## src/include/control_params.svh

```systemverilog
`ifndef CONTROL_PARAMS_SVH
`define CONTROL_PARAMS_SVH

// widths
`define CU_DATA_W       16
`define CU_OPCODE_W     4
`define CU_REG_SEL_W    4
`define CU_IMM_W        8
`define CU_ALU_OP_W     3
`define CU_STEP_W       3

// opcodes 0 to 11 with the conditional jumps above them
`define CU_OP_SYS       4'd0   // halt, read, write, jump
`define CU_OP_SETN      4'd1
`define CU_OP_LOADN     4'd2
`define CU_OP_STOREN    4'd3
`define CU_OP_MEMR      4'd4   // loadr, storer
`define CU_OP_ADDN      4'd5
`define CU_OP_ADD       4'd6   // add, copy, nop
`define CU_OP_SUB       4'd7   // sub, neg
`define CU_OP_MUL       4'd8
`define CU_OP_DIV       4'd9
`define CU_OP_MOD       4'd10
`define CU_OP_JUMPN     4'd11  // jumpn, call

// alu operation codes
`define CU_ALU_ADD      3'd0
`define CU_ALU_SUB      3'd1
`define CU_ALU_MUL      3'd2
`define CU_ALU_DIV      3'd3
`define CU_ALU_MOD      3'd4

// bit positions in flags_data
`define CU_FLAG_CARRY   2
`define CU_FLAG_ZERO    1
`define CU_FLAG_SIGN    0

// first step after the two fetch steps
`define CU_STEP_EXEC    3'd2

`endif

```

## src/control_pkg.sv

```systemverilog
`include "control_params.svh"

package control_pkg;

    // one instruction word read either with three register fields
    // or with an 8-bit immediate in the low byte
    typedef union packed {
        struct packed {
            logic [`CU_OPCODE_W-1:0]  opcode;
            logic [`CU_REG_SEL_W-1:0] rx;
            logic [`CU_REG_SEL_W-1:0] ry;
            logic [`CU_REG_SEL_W-1:0] rz;  // low bits double as subcode
        } r;
        struct packed {
            logic [`CU_OPCODE_W-1:0]  opcode;
            logic [`CU_REG_SEL_W-1:0] rx;
            logic [`CU_IMM_W-1:0]     imm;
        } i;
    } instr_u;

endpackage

```

## src/ctrl_word_if.sv

```systemverilog
`timescale 1ns/1ps
`include "control_params.svh"

interface ctrl_word_if;
    logic mar_in;
    logic mdr_in;
    logic mdr_out;
    logic pc_out;
    logic pc_jump;
    logic pc_increment;
    logic tmp0_in;
    logic tmp0_out;
    logic alu_out;
    logic tmp1_in;
    logic tmp1_out;
    logic flags_in;
    logic reg_in;
    logic reg_out;
    logic ir_in;
    logic in_out;
    logic out_in;
    logic halt;
    logic bus_drive;                         // also marks bus_value valid

    logic [`CU_REG_SEL_W-1:0] reg_sel;
    logic                     sel_valid;
    logic [`CU_ALU_OP_W-1:0]  alu_op;
    logic                     op_valid;
    logic [`CU_DATA_W-1:0]    bus_value;

    modport producer (
        output mar_in, mdr_in, mdr_out, pc_out, pc_jump, pc_increment,
        output tmp0_in, tmp0_out, alu_out, tmp1_in, tmp1_out, flags_in,
        output reg_in, reg_out, ir_in, in_out, out_in, halt, bus_drive,
        output reg_sel, sel_valid, alu_op, op_valid, bus_value
    );

    modport buffer (
        input mar_in, mdr_in, mdr_out, pc_out, pc_jump, pc_increment,
        input tmp0_in, tmp0_out, alu_out, tmp1_in, tmp1_out, flags_in,
        input reg_in, reg_out, ir_in, in_out, out_in, halt, bus_drive,
        input reg_sel, sel_valid, alu_op, op_valid, bus_value
    );
endinterface

```

## src/microcode_sequencer.sv

```systemverilog
`timescale 1ns/1ps
`include "control_params.svh"

module microcode_sequencer (
    input  logic                clk,
    input  logic                rst,
    input  logic                writing_program,
    input  control_pkg::instr_u ir_data,
    input  logic [2:0]          flags_data,     // carry, zero, sign
    ctrl_word_if.producer       cw
);
    logic [`CU_STEP_W-1:0] step;
    logic [`CU_STEP_W-1:0] exec_step;          // step counted from first execute step
    logic                  last;               // current step ends the instruction
    logic                  take;               // conditional jump taken
    logic                  is_sub;
    logic                  is_mod;
    logic [`CU_DATA_W-1:0] imm_zx;
    logic [`CU_DATA_W-1:0] imm_sx;

    assign exec_step = step - `CU_STEP_EXEC;
    assign is_sub    = (ir_data.r.opcode == `CU_OP_SUB);
    assign is_mod    = (ir_data.r.opcode == `CU_OP_MOD);
    assign imm_zx    = `CU_DATA_W'(ir_data.i.imm);
    assign imm_sx    = `CU_DATA_W'(signed'(ir_data.i.imm));

    // every register select comes with a register read or write
    // and every alu operation with alu_out or a flags capture
    assign cw.sel_valid = cw.reg_in | cw.reg_out;
    assign cw.op_valid  = cw.alu_out | cw.flags_in;

    // jeqz, jnez, jltz, jgtz by the low opcode bits
    always_comb begin
        case (ir_data.r.opcode[1:0])
            2'b00:   take = flags_data[`CU_FLAG_ZERO];
            2'b01:   take = !flags_data[`CU_FLAG_ZERO];
            2'b10:   take = flags_data[`CU_FLAG_SIGN];
            default: take = !flags_data[`CU_FLAG_SIGN] && !flags_data[`CU_FLAG_ZERO];
        endcase
    end

    always_ff @(posedge clk) begin
        if (rst) begin
            step <= '0;
        end else if (!writing_program) begin
            step <= last ? '0 : step + 1'b1;
        end
    end

    always_comb begin
        cw.mar_in       = 1'b0;
        cw.mdr_in       = 1'b0;
        cw.mdr_out      = 1'b0;
        cw.pc_out       = 1'b0;
        cw.pc_jump      = 1'b0;
        cw.pc_increment = 1'b0;
        cw.tmp0_in      = 1'b0;
        cw.tmp0_out     = 1'b0;
        cw.alu_out      = 1'b0;
        cw.tmp1_in      = 1'b0;
        cw.tmp1_out     = 1'b0;
        cw.flags_in     = 1'b0;
        cw.reg_in       = 1'b0;
        cw.reg_out      = 1'b0;
        cw.ir_in        = 1'b0;
        cw.in_out       = 1'b0;
        cw.out_in       = 1'b0;
        cw.halt         = 1'b0;
        cw.bus_drive    = 1'b0;
        cw.reg_sel      = ir_data.r.rx;         // most steps address rx
        cw.alu_op       = `CU_ALU_ADD;
        cw.bus_value    = imm_zx;
        last            = 1'b0;

        if (!writing_program) begin
            case (step)
                3'd0: begin                     // pc to mar
                    cw.pc_out = 1'b1;
                    cw.mar_in = 1'b1;
                end
                3'd1: begin                     // memory word to ir
                    cw.mdr_out      = 1'b1;
                    cw.ir_in        = 1'b1;
                    cw.pc_increment = 1'b1;
                end
                default: begin
                    case (ir_data.r.opcode)
                        `CU_OP_SYS: begin
                            last = 1'b1;
                            case (ir_data.r.rz[1:0])
                                2'b00: cw.halt = 1'b1;
                                2'b01: begin    // read port into rx
                                    cw.in_out = 1'b1;
                                    cw.reg_in = 1'b1;
                                end
                                2'b10: begin    // write rx to port
                                    cw.out_in  = 1'b1;
                                    cw.reg_out = 1'b1;
                                end
                                default: begin  // jump to rx
                                    cw.pc_jump = 1'b1;
                                    cw.reg_out = 1'b1;
                                end
                            endcase
                        end
                        `CU_OP_SETN: begin
                            cw.reg_in    = 1'b1;
                            cw.bus_drive = 1'b1;
                            last         = 1'b1;
                        end
                        `CU_OP_LOADN, `CU_OP_STOREN: begin
                            if (exec_step == 3'd0) begin    // immediate address to mar
                                cw.mar_in    = 1'b1;
                                cw.bus_drive = 1'b1;
                            end else begin
                                last = 1'b1;
                                if (ir_data.r.opcode == `CU_OP_LOADN) begin
                                    cw.mdr_out = 1'b1;
                                    cw.reg_in  = 1'b1;
                                end else begin
                                    cw.mdr_in  = 1'b1;
                                    cw.reg_out = 1'b1;
                                end
                            end
                        end
                        `CU_OP_MEMR: begin
                            if (ir_data.r.rz[1]) begin      // former push/pop slot
                                last = 1'b1;
                            end else if (exec_step == 3'd0) begin
                                cw.mar_in  = 1'b1;          // address from ry
                                cw.reg_sel = ir_data.r.ry;
                                cw.reg_out = 1'b1;
                            end else begin                  // rz[0] picks store
                                cw.mdr_out = !ir_data.r.rz[0];
                                cw.mdr_in  = ir_data.r.rz[0];
                                cw.reg_in  = !ir_data.r.rz[0];
                                cw.reg_out = ir_data.r.rz[0];
                                last       = 1'b1;
                            end
                        end
                        `CU_OP_ADDN: begin
                            case (exec_step)
                                3'd0: begin
                                    cw.bus_value = imm_sx;
                                    cw.bus_drive = 1'b1;
                                    cw.tmp0_in   = 1'b1;
                                end
                                3'd1: begin
                                    cw.reg_out = 1'b1;
                                    cw.tmp1_in = 1'b1;
                                end
                                default: begin
                                    cw.alu_out = 1'b1;
                                    cw.reg_in  = 1'b1;
                                    last       = 1'b1;
                                end
                            endcase
                        end
                        `CU_OP_ADD, `CU_OP_SUB, `CU_OP_MUL, `CU_OP_DIV, `CU_OP_MOD: begin
                            case (exec_step)
                                3'd0: begin     // sub reads ry first and the rest rz
                                    cw.reg_sel = is_sub ? ir_data.r.ry : ir_data.r.rz;
                                    cw.reg_out = 1'b1;
                                    cw.tmp0_in = !is_mod;
                                    cw.tmp1_in = is_mod;
                                end
                                3'd1: begin
                                    cw.reg_sel = is_sub ? ir_data.r.rz : ir_data.r.ry;
                                    cw.reg_out = 1'b1;
                                    cw.tmp0_in = is_mod;
                                    cw.tmp1_in = !is_mod;
                                end
                                default: begin  // result into rx
                                    case (ir_data.r.opcode)
                                        `CU_OP_SUB: cw.alu_op = `CU_ALU_SUB;
                                        `CU_OP_MUL: cw.alu_op = `CU_ALU_MUL;
                                        `CU_OP_DIV: cw.alu_op = `CU_ALU_DIV;
                                        `CU_OP_MOD: cw.alu_op = `CU_ALU_MOD;
                                        default:    cw.alu_op = `CU_ALU_ADD;
                                    endcase
                                    cw.alu_out = 1'b1;
                                    cw.reg_in  = 1'b1;
                                    last       = 1'b1;
                                end
                            endcase
                        end
                        `CU_OP_JUMPN: begin
                            // call saves pc in rx first and jumpn has rx == 0
                            if (ir_data.r.rx != '0 && exec_step == 3'd0) begin
                                cw.pc_out = 1'b1;
                                cw.reg_in = 1'b1;
                            end else begin
                                cw.pc_jump   = 1'b1;
                                cw.bus_drive = 1'b1;
                                last         = 1'b1;
                            end
                        end
                        default: begin  // conditional jumps
                            case (exec_step)
                                3'd0: begin
                                    cw.reg_out = 1'b1;
                                    cw.tmp0_in = 1'b1;
                                end
                                3'd1: begin     // zero into tmp1
                                    cw.bus_value = '0;
                                    cw.bus_drive = 1'b1;
                                    cw.tmp1_in   = 1'b1;
                                end
                                3'd2: cw.flags_in = 1'b1;
                                default: begin
                                    cw.pc_jump   = take;
                                    cw.bus_drive = take;
                                    last         = 1'b1;
                                end
                            endcase
                        end
                    endcase
                end
            endcase
        end
    end
endmodule

```

## src/control_register.sv

```systemverilog
`timescale 1ns/1ps
`include "control_params.svh"

module control_register (
    input  logic                     clk,
    input  logic                     rst,
    ctrl_word_if.buffer              cw,
    output logic                     mar_in,
    output logic                     mdr_in,
    output logic                     mdr_out,
    output logic                     pc_out,
    output logic                     pc_jump,
    output logic                     pc_increment,
    output logic                     tmp0_in,
    output logic                     tmp0_out,
    output logic                     alu_out,
    output logic [`CU_ALU_OP_W-1:0]  alu_op,
    output logic                     tmp1_in,
    output logic                     tmp1_out,
    output logic                     flags_in,
    output logic [`CU_REG_SEL_W-1:0] reg_sel,
    output logic                     reg_in,
    output logic                     reg_out,
    output logic                     ir_in,
    output logic                     in_out,
    output logic                     out_in,
    output logic                     halt,
    output logic [`CU_DATA_W-1:0]    bus_data,
    output logic                     bus_drive
);
    // strobes last exactly one cycle
    always_ff @(posedge clk) begin
        if (rst) begin
            mar_in       <= 1'b0;
            mdr_in       <= 1'b0;
            mdr_out      <= 1'b0;
            pc_out       <= 1'b0;
            pc_jump      <= 1'b0;
            pc_increment <= 1'b0;
            tmp0_in      <= 1'b0;
            tmp0_out     <= 1'b0;
            alu_out      <= 1'b0;
            tmp1_in      <= 1'b0;
            tmp1_out     <= 1'b0;
            flags_in     <= 1'b0;
            reg_in       <= 1'b0;
            reg_out      <= 1'b0;
            ir_in        <= 1'b0;
            in_out       <= 1'b0;
            out_in       <= 1'b0;
            halt         <= 1'b0;
            bus_drive    <= 1'b0;
        end else begin
            mar_in       <= cw.mar_in;
            mdr_in       <= cw.mdr_in;
            mdr_out      <= cw.mdr_out;
            pc_out       <= cw.pc_out;
            pc_jump      <= cw.pc_jump;
            pc_increment <= cw.pc_increment;
            tmp0_in      <= cw.tmp0_in;
            tmp0_out     <= cw.tmp0_out;
            alu_out      <= cw.alu_out;
            tmp1_in      <= cw.tmp1_in;
            tmp1_out     <= cw.tmp1_out;
            flags_in     <= cw.flags_in;
            reg_in       <= cw.reg_in;
            reg_out      <= cw.reg_out;
            ir_in        <= cw.ir_in;
            in_out       <= cw.in_out;
            out_in       <= cw.out_in;
            halt         <= cw.halt;
            bus_drive    <= cw.bus_drive;
        end
    end

    // selects and bus value persist until the next valid word
    always_ff @(posedge clk) begin
        if (cw.sel_valid) reg_sel <= cw.reg_sel;
        if (cw.op_valid) alu_op <= cw.alu_op;
        if (cw.bus_drive) bus_data <= cw.bus_value;
    end
endmodule

```

## src/control_unit.sv

```systemverilog
`timescale 1ns/1ps
`include "control_params.svh"

module control_unit (
    input  logic                     clk,
    input  logic                     rst,
    input  logic                     writing_program,  // holds the sequence
    input  logic [`CU_DATA_W-1:0]    ir_data,
    input  logic [2:0]               flags_data,       // carry, zero, sign

    // ram
    output logic                     mar_in,
    output logic                     mdr_in,
    output logic                     mdr_out,

    // program counter
    output logic                     pc_out,
    output logic                     pc_jump,
    output logic                     pc_increment,

    // alu
    output logic                     tmp0_in,
    output logic                     tmp0_out,
    output logic                     alu_out,
    output logic [`CU_ALU_OP_W-1:0]  alu_op,
    output logic                     tmp1_in,
    output logic                     tmp1_out,
    output logic                     flags_in,

    // register file
    output logic [`CU_REG_SEL_W-1:0] reg_sel,
    output logic                     reg_in,
    output logic                     reg_out,

    // ir, io, halt
    output logic                     ir_in,
    output logic                     in_out,
    output logic                     out_in,
    output logic                     halt,

    // shared bus
    output logic [`CU_DATA_W-1:0]    bus_data,
    output logic                     bus_drive
);
    ctrl_word_if cw_bus ();

    microcode_sequencer u_sequencer (
        .clk             (clk),
        .rst             (rst),
        .writing_program (writing_program),
        .ir_data         (ir_data),
        .flags_data      (flags_data),
        .cw              (cw_bus)
    );

    control_register u_register (
        .cw (cw_bus),
        .*
    );
endmodule

```

## config.mk

```make
export PLATFORM = sky130hd
export DESIGN_NAME = control_unit
export DESIGN_NICKNAME = d
export VERILOG_FILES = /design/src/control_pkg.sv /design/src/ctrl_word_if.sv /design/src/microcode_sequencer.sv /design/src/control_register.sv /design/src/control_unit.sv
export VERILOG_INCLUDE_DIRS = /design/src /design/src/include
export SDC_FILE = /design/constraint.sdc
export NUM_CORES = 1
export LEC_CHECK = 0
export ABC_AREA = 1
export BUFFER_PORTS_ARGS = -buffer_cell sky130_fd_sc_hd__buf_2
export CAP_MARGIN = 5
export CELL_PAD_IN_SITES_DETAIL_PLACEMENT = 1
export CELL_PAD_IN_SITES_GLOBAL_PLACEMENT = 2
export CORE_ASPECT_RATIO = 0.75
export CORE_MARGIN = 2
export CORE_UTILIZATION = 24
export CTS_CLUSTER_DIAMETER = 40
export DETAILED_ROUTE_END_ITERATION = 10
export PLACE_DENSITY_LB_ADDON = 0.1
export SLEW_MARGIN = 0
export SYNTH_ARGS = -nofsm -noshare
export SYNTH_HDL_FRONTEND = slang
export SYNTH_SLANG_ARGS = --single-unit
```

## constraint.sdc

```tcl
create_clock -name clk -period 2.1 [get_ports clk]
set_clock_uncertainty 0.15 [all_clocks]
set_input_delay 0.315 -clock clk [delete_from_list [all_inputs] [get_ports clk]]
set_output_delay 0.315 -clock clk [all_outputs]
set_load 0.01 [all_outputs]
```

==> flow_summary.toml, run 1 <==
[clocking]
cts_made_buffers = 5
htree_levels = 2
cts_tree = "yes"
clock_path_buffers = 2
cts.sinks = 35
cts_setup_buffers = 0
cts-root-buf = "clkbuf_16"
cts.clk_slew.worst_paths_ns = 0.06
clkLatencyLatePin_ns = 0.28

[logic_synthesis]
synth_seq_cells = 35
syn_area_mm2 = 0.00207
synth-edff-count = 16
syn_inst = 300
ys_seq_area_share_pct = 41.6
synthTopCellsByCount = "92 x nand2_1, 42 x nor2_1, 37 x inv_1"
synth.avg_cell_area_um2 = 6.90
ys.flop_type = "dfxtp_1"
synth_area_leaders = "edfxtp_1 23%, dfxtp_1 18%, nand2_1 17%"
synth-warning-count = 0
netlist.top_cell.by_area = "edfxtp_1"
synth.most_common_cell = "nand2_1"
synth_top_area_share_pct = 23.2
synth-async-reset-ratio_pct = 0
synthDistinctLibCells = 26

[critical_path]
crit_path_start_kind = "flip-flop"
crit_chain = "inv_1 > buf_4 > ha_1 > inv_1 > nand2_1 > o31ai_1 > buf_4"
r2r_start = "u_sequencer.step[2]"
crit_required_ns = 1.94
worstPathMaxFanout = 4
path_class = "reg -> reg"
max_stage_delay_ns = 0.40
endpoint_kind = "flip-flop"
worstSetupStartpoint = "u_sequencer.step[2]"
cp.arrival_ns = 1.85
critPathSlowestCell = "o31ai_1"

[grt]
grt_pass1_vias = 2103
grt_pass1_wl_mm = 11.4
grt-ovfl-total = 0
antenna_found_initial = 0
grtUsageTotal_pct = 15.5
grt_start_max_net_pins = 11

[drt]
ant_nets = 0
drc = 0
vias = 2112
drt-pass1-iter-count = 4
drt_wl_total_mm = 7.10
drt-initial-drc-count = 76
wl_per_cell_um = 14.4
vias_per_cell = 4.29

[sta]
drv_slew = 0
hold_ws_ns = 0.116
fmax_mhz = 499
period_share_pct = 95.4
hold_viol = 0
rsz0062_at_grt = "no"
setup_violations = 0
period_minus_slack_ns = 2.00

[placed_design]
placed_cell_area_mm2 = 0.00264
numPortBuffers = 60
gp_congestion = 0.821
dp_cells = 484
dpl.hpwl_mm = 5.71

[layout]
fill_cells = 1114
antenna_cells = 0
multiInputGateArea_um2 = 997
drive_gt1_share_pct = 29.4
area.sequential_um2 = 861
area_growth_pct = 36.4
stdcell_area_mm2 = 0.00282
instances_no_fill = 492
layout.nets = 411

[status]
status = "finished clean"

[power]
vdd_drop_max_mv = 0.271
power_per_cell_area_mw_per_mm2 = 634
fin_total_pwr_uw = 1790
power.leakage_uw = 0.00141

[floorplanning]
start_util_pct = 24.6
io_pins = 64
core_mm2 = 0.00842
die_h_um = 84.4
rows = 29
die-area_mm2 = 0.00939
die_x_um = 111

[hold_path]
holdCritStartpoint = "rst"
hold_path_class = "in -> reg"

[job]
cap_viol_max_count = 0
## final cells by class
cell class | count | area share, %
Inverter | 41 | 5.45
Clock buffer | 7 | 5.05
Sequential cell | 35 | 30.5
Timing Repair Buffer | 89 | 18.8
Clock inverter | 1 | 0.133
Multi-Input combinational cell | 211 | 35.3
Tap cell | 108 | 4.79
## logic make-up (layout without fill, tap and decap cells)
kind of cell	after synthesis	count (layout)	share of synthesized area, %
simple gates	177	177	35.4
buf+inv	55	138	12.1
flops	35	35	41.6
compound gates	24	24	6.22
fa+ha+maj	6	6	3.63
xor+xnor	2	2	0.846
other cells	1	2	0.181
## placed cells by master (no fill, tap or decap), drive strengths merged
master  instances
a21oi          15
buf            89
clkbuf          7
clkinv          1
conb            2
dfxtp          19
edfxtp         16
ha              6
inv            41
nand2          93
nand3          32
nand3b          1
nand4           2
nor2           44
nor3            4
nor4            1
o21ai           6
o22ai           2
o31ai           1
xor2            2
## final timing paths
path | slack (ns) | to | depth (start not counted)
hold / removal | 0.12 | u_register.reg_out | 2
setup / recovery | 0.1 | u_register.alu_op[1] | 7
setup reg to reg | 0.1 | u_register.alu_op[1] | 7
hold reg to reg | 0.46 | u_sequencer.step[2] | 3
## power by group
| group | internal, µW | switching [µW] | total, µW | leakage, µW |
|---|---|---|---|---|
| sequential | 730 | 5.53 | 736 | 0.000294 |
| clock | 469 | 281 | 750 | 0.0000716 |
| combinational | 116 | 189 | 305 | 0.00105 |
## critical path, delay by kind of cell, from the launching register on
family                     cells  cell delay (ns)
buffers and inverters          4             0.49
and+or+nand+nor                1             0.14
DFF                            1             0.33
AOI/OAI and AO/OA              1             0.40
adders and majority gates      1             0.20
## layer usage
layer	track usage, %	share of wire, %	wire length (µm)
met4	3.03	0.56	40
met2	22.3	40	2810
met3	3.18	4.6	326
met5	0	0	0
met1	23.9	55	3920
## flip-flops by register name, summed over array words and instances, names as in the netlist, 3 cells and up
name	cells
u_sequencer.step	3
u_register.bus_data	9
u_register.alu_op	3
u_register.reg_sel	4
## repair_timing
action                     in CTS  in global routing
pin swaps                       0                  1
cloned                          0                  0
setup endpoints to repair      13                 17
hold buffers                    0                  0
hold endpoints to repair        0                  0
gates resized for setup         3                  7
## per-stage QoR
step | worst slack [ns] | util [%] | setup TNS (ns)
5_1_grt | 0.0160 | 33.5 | 0
3_5_place_dp | -0.0784 | 31.4 | -0.637
4_1_cts | 0.0114 | 33.2 | 0
6_report | 0.0972 | 33.5 | 0
2_1_floorplan | 0.00591 | - | 0
3_3_place_gp | -0.0417 | 31.4 | -0.139
(Power assumes the default switching activity.)
==> run 2: changes to the inputs <==
--- a/config.mk
+++ b/config.mk
@@ -13,11 +13,12 @@
 export CELL_PAD_IN_SITES_GLOBAL_PLACEMENT = 2
 export CORE_ASPECT_RATIO = 0.75
 export CORE_MARGIN = 2
-export CORE_UTILIZATION = 24
+export CORE_UTILIZATION = 27
 export CTS_CLUSTER_DIAMETER = 40
 export DETAILED_ROUTE_END_ITERATION = 10
 export PLACE_DENSITY_LB_ADDON = 0.1
 export SLEW_MARGIN = 0
 export SYNTH_ARGS = -nofsm -noshare
 export SYNTH_HDL_FRONTEND = slang
+export SYNTH_HIERARCHICAL = 1
 export SYNTH_SLANG_ARGS = --single-unit
==> run 2 against run 1 <==
Critical path depth increased by 5. Register-to-register slack got worse by 0.06 ns. Wire length increased by 9.9%. Utilization increased by 6.8 points. Worst hold slack improved by 0.051 ns. Sequential power increased by 30%. Sequential share of layout area increased by 0.91 points. Critical path type unchanged. Critical endpoint is now u_register/bus_data[14]. Largest power group is now sequential cells.
==> flow_summary.toml, run 2 <==
[sta]
setup_violations = 0
period_share_pct = 98.2
fmax_mhz = 485
period_minus_slack_ns = 2.06
hold_viol = 0
hold_ws_ns = 0.167
setup-tns-final_ns = 0
rsz0062_at_grt = "yes"
final.setup.worst_slack_ns = 0.0373
drv_slew = 0

[floorplanning]
start_util_pct = 27.8
die_x_um = 115
die_h_um = 87.3
die-area_mm2 = 0.0101
io_pins = 64
rows = 30
core_mm2 = 0.00901

[logic_synthesis]
synth.avg_cell_area_um2 = 7.76
synth-edff-count = 23
synth_compound_area_share_pct = 10.9
netlist.top_cell.by_area = "edfxtp_1"
synth_simple_gate_area_share_pct = 27.7
synth_seq_cells = 45
synth_area_leaders = "edfxtp_1 28%, dfxtp_1 18%, nand2_1 9.2%"
synth_top_family_by_area = "simple AND/OR/NAND/NOR gates"
syn_inst = 322
synth_top_area_share_pct = 27.6
ys_seq_area_share_pct = 45.2
ys.flop_type = "edfxtp_1"
syn_area_mm2 = 0.00250
synthXorXnorAreaFrac_pct = 0.350
synthDistinctLibCells = 37
muxShareOfSynthArea_pct = 0
synthAdderAreaFrac_pct = 2.00
synthTopCellsByCount = "61 x nand2_1, 54 x nor2_1, 49 x inv_1"
synth-warning-count = 6
synth-async-reset-ratio_pct = 0
synth.most_common_cell = "nand2_1"

[placed_design]
dpl.hpwl_mm = 6.02
post-place-ws_ns = -0.0796
numPortBuffers = 62
gp_congestion = 0.791

[critical_path]
crit_required_ns = 1.95
path_buf_inv = 5
worstPathMaxFanout = 8
crit_path_start_kind = "flip-flop"
max_stage_delay_ns = 0.36
cp.arrival_ns = 1.91
crit_chain = "buf_6 > buf_6 > nand2_4 > nand2_8 > o211ai_1 > nand2_1 > inv_2 > nand2_2 > o21ai_1 > o21ai_1 > inv_2 > clkbuf_16"
crit_family = "buffers and inverters"
path_class = "reg -> reg"
critPathSlowestCell = "dfxtp_4"
endpoint_kind = "flip-flop"

[layout]
area_growth_pct = 45.2
multiInputGateArea_mm2 = 0.00117
top_regs = "u_register/bus_data (16), u_register/reg_sel (4)"
drive_gt1_share_pct = 40.6
final_cell_mix = "62 x buf_2, 56 x nand2_1, 50 x nor2_1"
layout.nets = 458
final_common_cell = "buf_2"
top_register = "u_register/bus_data"
area.sequential_mm2 = 0.00114
antenna_cells = 0
fill_cells = 1122
largest_reg_flops = 16

[clocking]
cts.sinks = 45
cts-root-buf = "clkbuf_16"
clock_path_buffers = 2
cts_made_buffers = 5
clkLatencyLatePin_ns = 0.28
htree_levels = 2
cts.clk_slew.worst_paths_ns = 0.07
cts_tree = "yes"

[power]
clockPowerShare_pct = 38.8
power_per_cell_area_mw_per_mm2 = 603
power.leakage_uw = 0.00170
swShare_pct = 25.8
fin_total_pwr_uw = 2190
vdd_drop_max_mv = 0.255
p_int_uw = 1620
p_comb_share_pct = 17.6
power.switching_uw = 564
seq_power_share_pct = 43.6

[grt]
grt_start_max_net_pins = 23
antenna_found_initial = 0
grtUsageTotal_pct = 15.8
grt_pass1_vias = 2364
grt_pass1_wl_mm = 12.2
grt-ovfl-total = 0

[drt]
drt_wl_total_mm = 7.80
vias = 2369
drt-pass1-iter-count = 4
ant_nets = 0
vias_per_cell = 4.35
drt-initial-drc-count = 68
wl_per_cell_um = 14.3
drc = 0

[status]
status = "finished clean"

[job]
cap_viol_max_count = 0

[hold_path]
hold_path_class = "in -> reg"
[run 2: changes by cell type after synthesis, moves of 7 or more]
| cell | delta |
|---|---|
| nand2_1 | -31 |
| o21ai_0 | +11 |
| edfxtp_1 | +7 |
| inv_1 | +12 |
| nor2_1 | +12 |
| nand3_1 | -18 |
[run 2: logic make-up after synthesis]
kind of cell,Yosys count
AOI/OAI and AO/OA,46
xor gates and xnor gates,1
adders and majority gates,4
buffers and inverters,73
DFF,45
other,1
and+or+nand+nor,152
[run 2: what timing repair did]
item / in CTS / in global routing
pin swaps: 1 / 14
endpoints found under the setup margin: 25 / 28
buffers inserted: 3 / 4
hold buffers: 0 / 0
resized for setup: 9 / 38
gates cloned: 1 / 1
[run 2: power groups by stage]
stage                     combinational (µW)  sequential, µW  clock, µW
final                                    385             955        849
after global routing                     430             957        922
after CTS                                342             954        883
after detailed placement                 323             974          0
after global placement                   319             973          0
after floorplan                          163             984          0
[run 2: worst min-delay path, stage by stage]
cell     delay (ns)
buf_2          0.09
nand2_1        0.05
nand2_1        0.05
[run 2: layout make-up]
type	instances	area share [%]
multi-input cells	205	32.3
flip-flops and latches	45	31.4
repair buffers	117	21.7
inverters	58	6.27
clock buffers	6	4.14
well taps	112	3.86
clock inverters	2	0.345
[run 2: path summary, 6_finish.rpt]
kind	slack, ns	start	endpoint	depth (start not counted)
max	0.04	u_sequencer/step[1]	u_register/bus_data[14]	12
min	0.17	ir_data[11]	u_register/reg_sel[3]	3
max reg2reg	0.04	u_sequencer/step[1]	u_register/bus_data[14]	12
min reg2reg	0.44	u_sequencer/step[0]	u_sequencer/step[0]	3
[run 2: routing by layer]
layer	vias to the layer above	track usage [%]	wire length, µm
met5	-	0	0
met4	0	3.94	63
met3	5	2.57	249
met2	50	23.9	3360
met1	1085	23.4	4120
li1	1229	-	-
[run 2: stage by stage]
stage	instances	utilization, %	cell area [µm²]
after CTS	540	38.0	3430
final	545	40.3	3630
after global routing	545	40.3	3630
after detailed placement	528	35.5	3200
after global placement	528	35.5	3200
after floorplan	323	-	2510
==> run 3: changes to the inputs <==
--- a/config.mk
+++ b/config.mk
@@ -6,14 +6,13 @@
 export SDC_FILE = /design/constraint.sdc
 export NUM_CORES = 1
 export LEC_CHECK = 0
-export ABC_AREA = 1
 export BUFFER_PORTS_ARGS = -buffer_cell sky130_fd_sc_hd__buf_2
 export CAP_MARGIN = 5
 export CELL_PAD_IN_SITES_DETAIL_PLACEMENT = 1
 export CELL_PAD_IN_SITES_GLOBAL_PLACEMENT = 2
 export CORE_ASPECT_RATIO = 0.75
 export CORE_MARGIN = 2
-export CORE_UTILIZATION = 27
+export CORE_UTILIZATION = 29
 export CTS_CLUSTER_DIAMETER = 40
 export DETAILED_ROUTE_END_ITERATION = 10
 export PLACE_DENSITY_LB_ADDON = 0.1
==> run 3 against run 2 <==
The run now ends with negative setup slack left. Sequential power increased by 2%. Count of clock-buffer cells in the layout decreased by 1. Final cell count decreased by 15%.
==> flow_summary.toml, run 3 <==
[status]
status = "finished with violations"
violations = "negative setup slack"

[sta]
hold_viol = 0
rsz0062_at_grt = "yes"
hold_ws_ns = 0.159
drv_slew = 0
period_share_pct = 101
final.setup.worst_slack_ns = -0.0174
setup_violations = 12
fmax_mhz = 472
period_minus_slack_ns = 2.12

[drt]
drt-initial-drc-count = 60
ant_nets = 0
vias = 2241
wl_per_cell_um = 16.5
vias_per_cell = 4.85
drt-pass1-iter-count = 4
drc = 0
drt_wl_total_mm = 7.60

[layout]
final_util_pct = 45.7
antenna_cells = 0
stdcell_area_mm2 = 0.00362
drive_gt1_share_pct = 49.3
final_cell_mix = "65 x buf_4, 62 x buf_2, 23 x edfxtp_1"
layout.nets = 382
top_register = "u_register/bus_data"
fill_cells = 929
final_common_cell = "buf_4"
area_growth_pct = 52.9
largest_reg_flops = 16
top_regs = "u_register/bus_data (16), u_register/reg_sel (4)"

[logic_synthesis]
synth.most_common_cell = "edfxtp_1"
synth.avg_cell_area_um2 = 10.0
synth-edff-count = 23
synth_area_leaders = "edfxtp_1 29%, dfxtp_1 19%, nor2b_1 5.0%"
ys_seq_area_share_pct = 47.7
syn_inst = 236
netlist.top_cell.by_area = "edfxtp_1"
synthDistinctLibCells = 56
ys.flop_type = "edfxtp_1"
syn_area_mm2 = 0.00237
synth_top_area_share_pct = 29.1
synth-warning-count = 6
synth_seq_cells = 45
synthTopCellsByCount = "23 x edfxtp_1, 22 x dfxtp_1, 19 x nor2_1, 19 x nor2b_1, 14 x and2b_1"
synth-async-reset-ratio_pct = 0

[critical_path]
crit_path_start_kind = "flip-flop"
worstPathMaxFanout = 5
cp.arrival_ns = 2.00
endpoint_kind = "flip-flop"
worstRegToRegCells = 8
r2r-end = "u_register/bus_data[14]"
path_class = "reg -> reg"
r2r_start = "u_sequencer/step[1]"
crit_required_ns = 1.98
r2r_setup_slack_ns = -0.02

[placed_design]
placed_cell_area_mm2 = 0.00318
dpl.hpwl_mm = 5.69
gp_congestion = 0.840
numPortBuffers = 62

[grt]
grt_start_max_net_pins = 23
antenna_found_initial = 0
grt_pass1_wl_mm = 12.2
grt_pass1_vias = 2229
grtUsageTotal_pct = 18.1
grt-ovfl-total = 0

[floorplanning]
die_h_um = 82.3
die-area_mm2 = 0.00892
core_mm2 = 0.00792
io_pins = 64
die_x_um = 108
rows = 28
start_util_pct = 29.9

[power]
power.switching_uw = 594
power_per_cell_area_mw_per_mm2 = 596
vdd_drop_max_mv = 0.402
clockPowerShare_pct = 31.6
seq_power_share_pct = 45.0
p_comb_share_pct = 23.5
power.leakage_uw = 0.00157
swShare_pct = 27.5
p_int_uw = 1570

[clocking]
cts.sinks = 45
ctsHoldBuffers = 0
clkLatencyLatePin_ns = 0.30
cts_made_buffers = 5
cts-root-buf = "clkbuf_8"
htree_levels = 2
cts.clk_slew.worst_paths_ns = 0.10
cts_tree = "yes"
clock_path_buffers = 2

[job]
cap_viol_max_count = 0

[hold_path]
whs_path_depth = 2
hold_path_class = "in -> reg"
holdCritStartpoint = "ir_data[3]"
whs_endpoint = "u_register/bus_data[3]"
==> run 3: cell types whose count changed after synthesis, sizes merged, moves of 6 or more <==
cell,previous run,this run
o211ai,6,0
inv,57,6
nor2,58,19
nor2b,0,19
and2b,0,14
nand3,15,4
a21oi,15,9
nand2,68,12
and2,0,6
o21ai,19,13
==> run 3: through the flow <==
stage               total power, µW  setup TNS, ns  instances  setup WS (ns)
floorplan                      1190              0        237         0.0200
global placement               1390          -2.42        441         -0.199
detailed placement             1400          -4.71        441         -0.229
CTS                            2170         -0.603        461        -0.0434
global route                   2270          -1.03        462        -0.0703
finish                         2160         -0.156        462        -0.0174
==> run 3: how the worst max path moves through the flow <==
stage | start | depth (start not counted) | to
finish | u_sequencer/step[1] | 8 | u_register/bus_data[14]
global placement | u_sequencer/step[0] | 7 | u_register/reg_sel[1]
floorplan | u_sequencer/step[1] | 7 | u_register/bus_data[0]
global route | u_sequencer/step[1] | 8 | u_register/bus_data[14]
detailed placement | u_sequencer/step[0] | 7 | u_register/reg_sel[0]
CTS | u_sequencer/step[1] | 8 | u_register/bus_data[14]
==> run 3: layout make-up <==
class / instances / area, µm² / share of cell area (%)
multi-input cells: 164 / 1270 / 35.2
flip-flops and latches: 45 / 1140 / 31.4
repair buffers: 134 / 941 / 26.0
well taps: 105 / 131 / 3.63
clock buffers: 5 / 68.8 / 1.90
clock inverters: 3 / 43.8 / 1.21
inverters: 6 / 25.0 / 0.691
==> run 3: kinds of logic (layout without fill, tap and decap cells) <==
group,Yosys count,in the layout,synth area share [%]
compound gates,54,54,16.0
fa+ha+maj,4,4,2.11
xor+xnor,3,3,1.43
buf+inv,28,148,7.39
flops,45,45,47.7
other cells,1,2,0.158
simple gates,99,99,24.3
mux,2,2,0.845
==> run 3: worst max-delay path: stages, from the launching register on <==
cell and delay [ns]:
dfxtp_4 0.41, inv_4 0.06, ha_4 0.17, o311a_1 0.31
nand2_2 0.11, o311ai_4 0.10, o21ai_2 0.08, o221a_4 0.20
bufbuf_16 0.25
==> run 3: what timing repair did <==
item                                    CTS  global route
pin swaps                                 7            15
buffers inserted                         10             2
endpoints found under the setup margin   46            36
resized for setup                        23            19
cloned                                    2             0
==> run 3: layer usage <==
metal | part of all wire (%) | vias to the layer above | GRT usage (%)
met5 | 0 | - | 0
met4 | 1.1 | 0 | 3.59
met3 | 2.8 | 9 | 3.30
met2 | 46 | 38 | 29.2
met1 | 50 | 1107 | 25.4
li1 | - | 1087 | -
==> run 3: power by group through the flow <==
stage | logic (µW) | clock network (µW) | registers (µW)
3_3_place_gp | 404 | 0 | 990
2_1_floorplan | 187 | 0 | 1010
6_report | 507 | 682 | 971
3_5_place_dp | 411 | 0 | 991
4_1_cts | 483 | 712 | 972
5_1_grt | 551 | 741 | 976
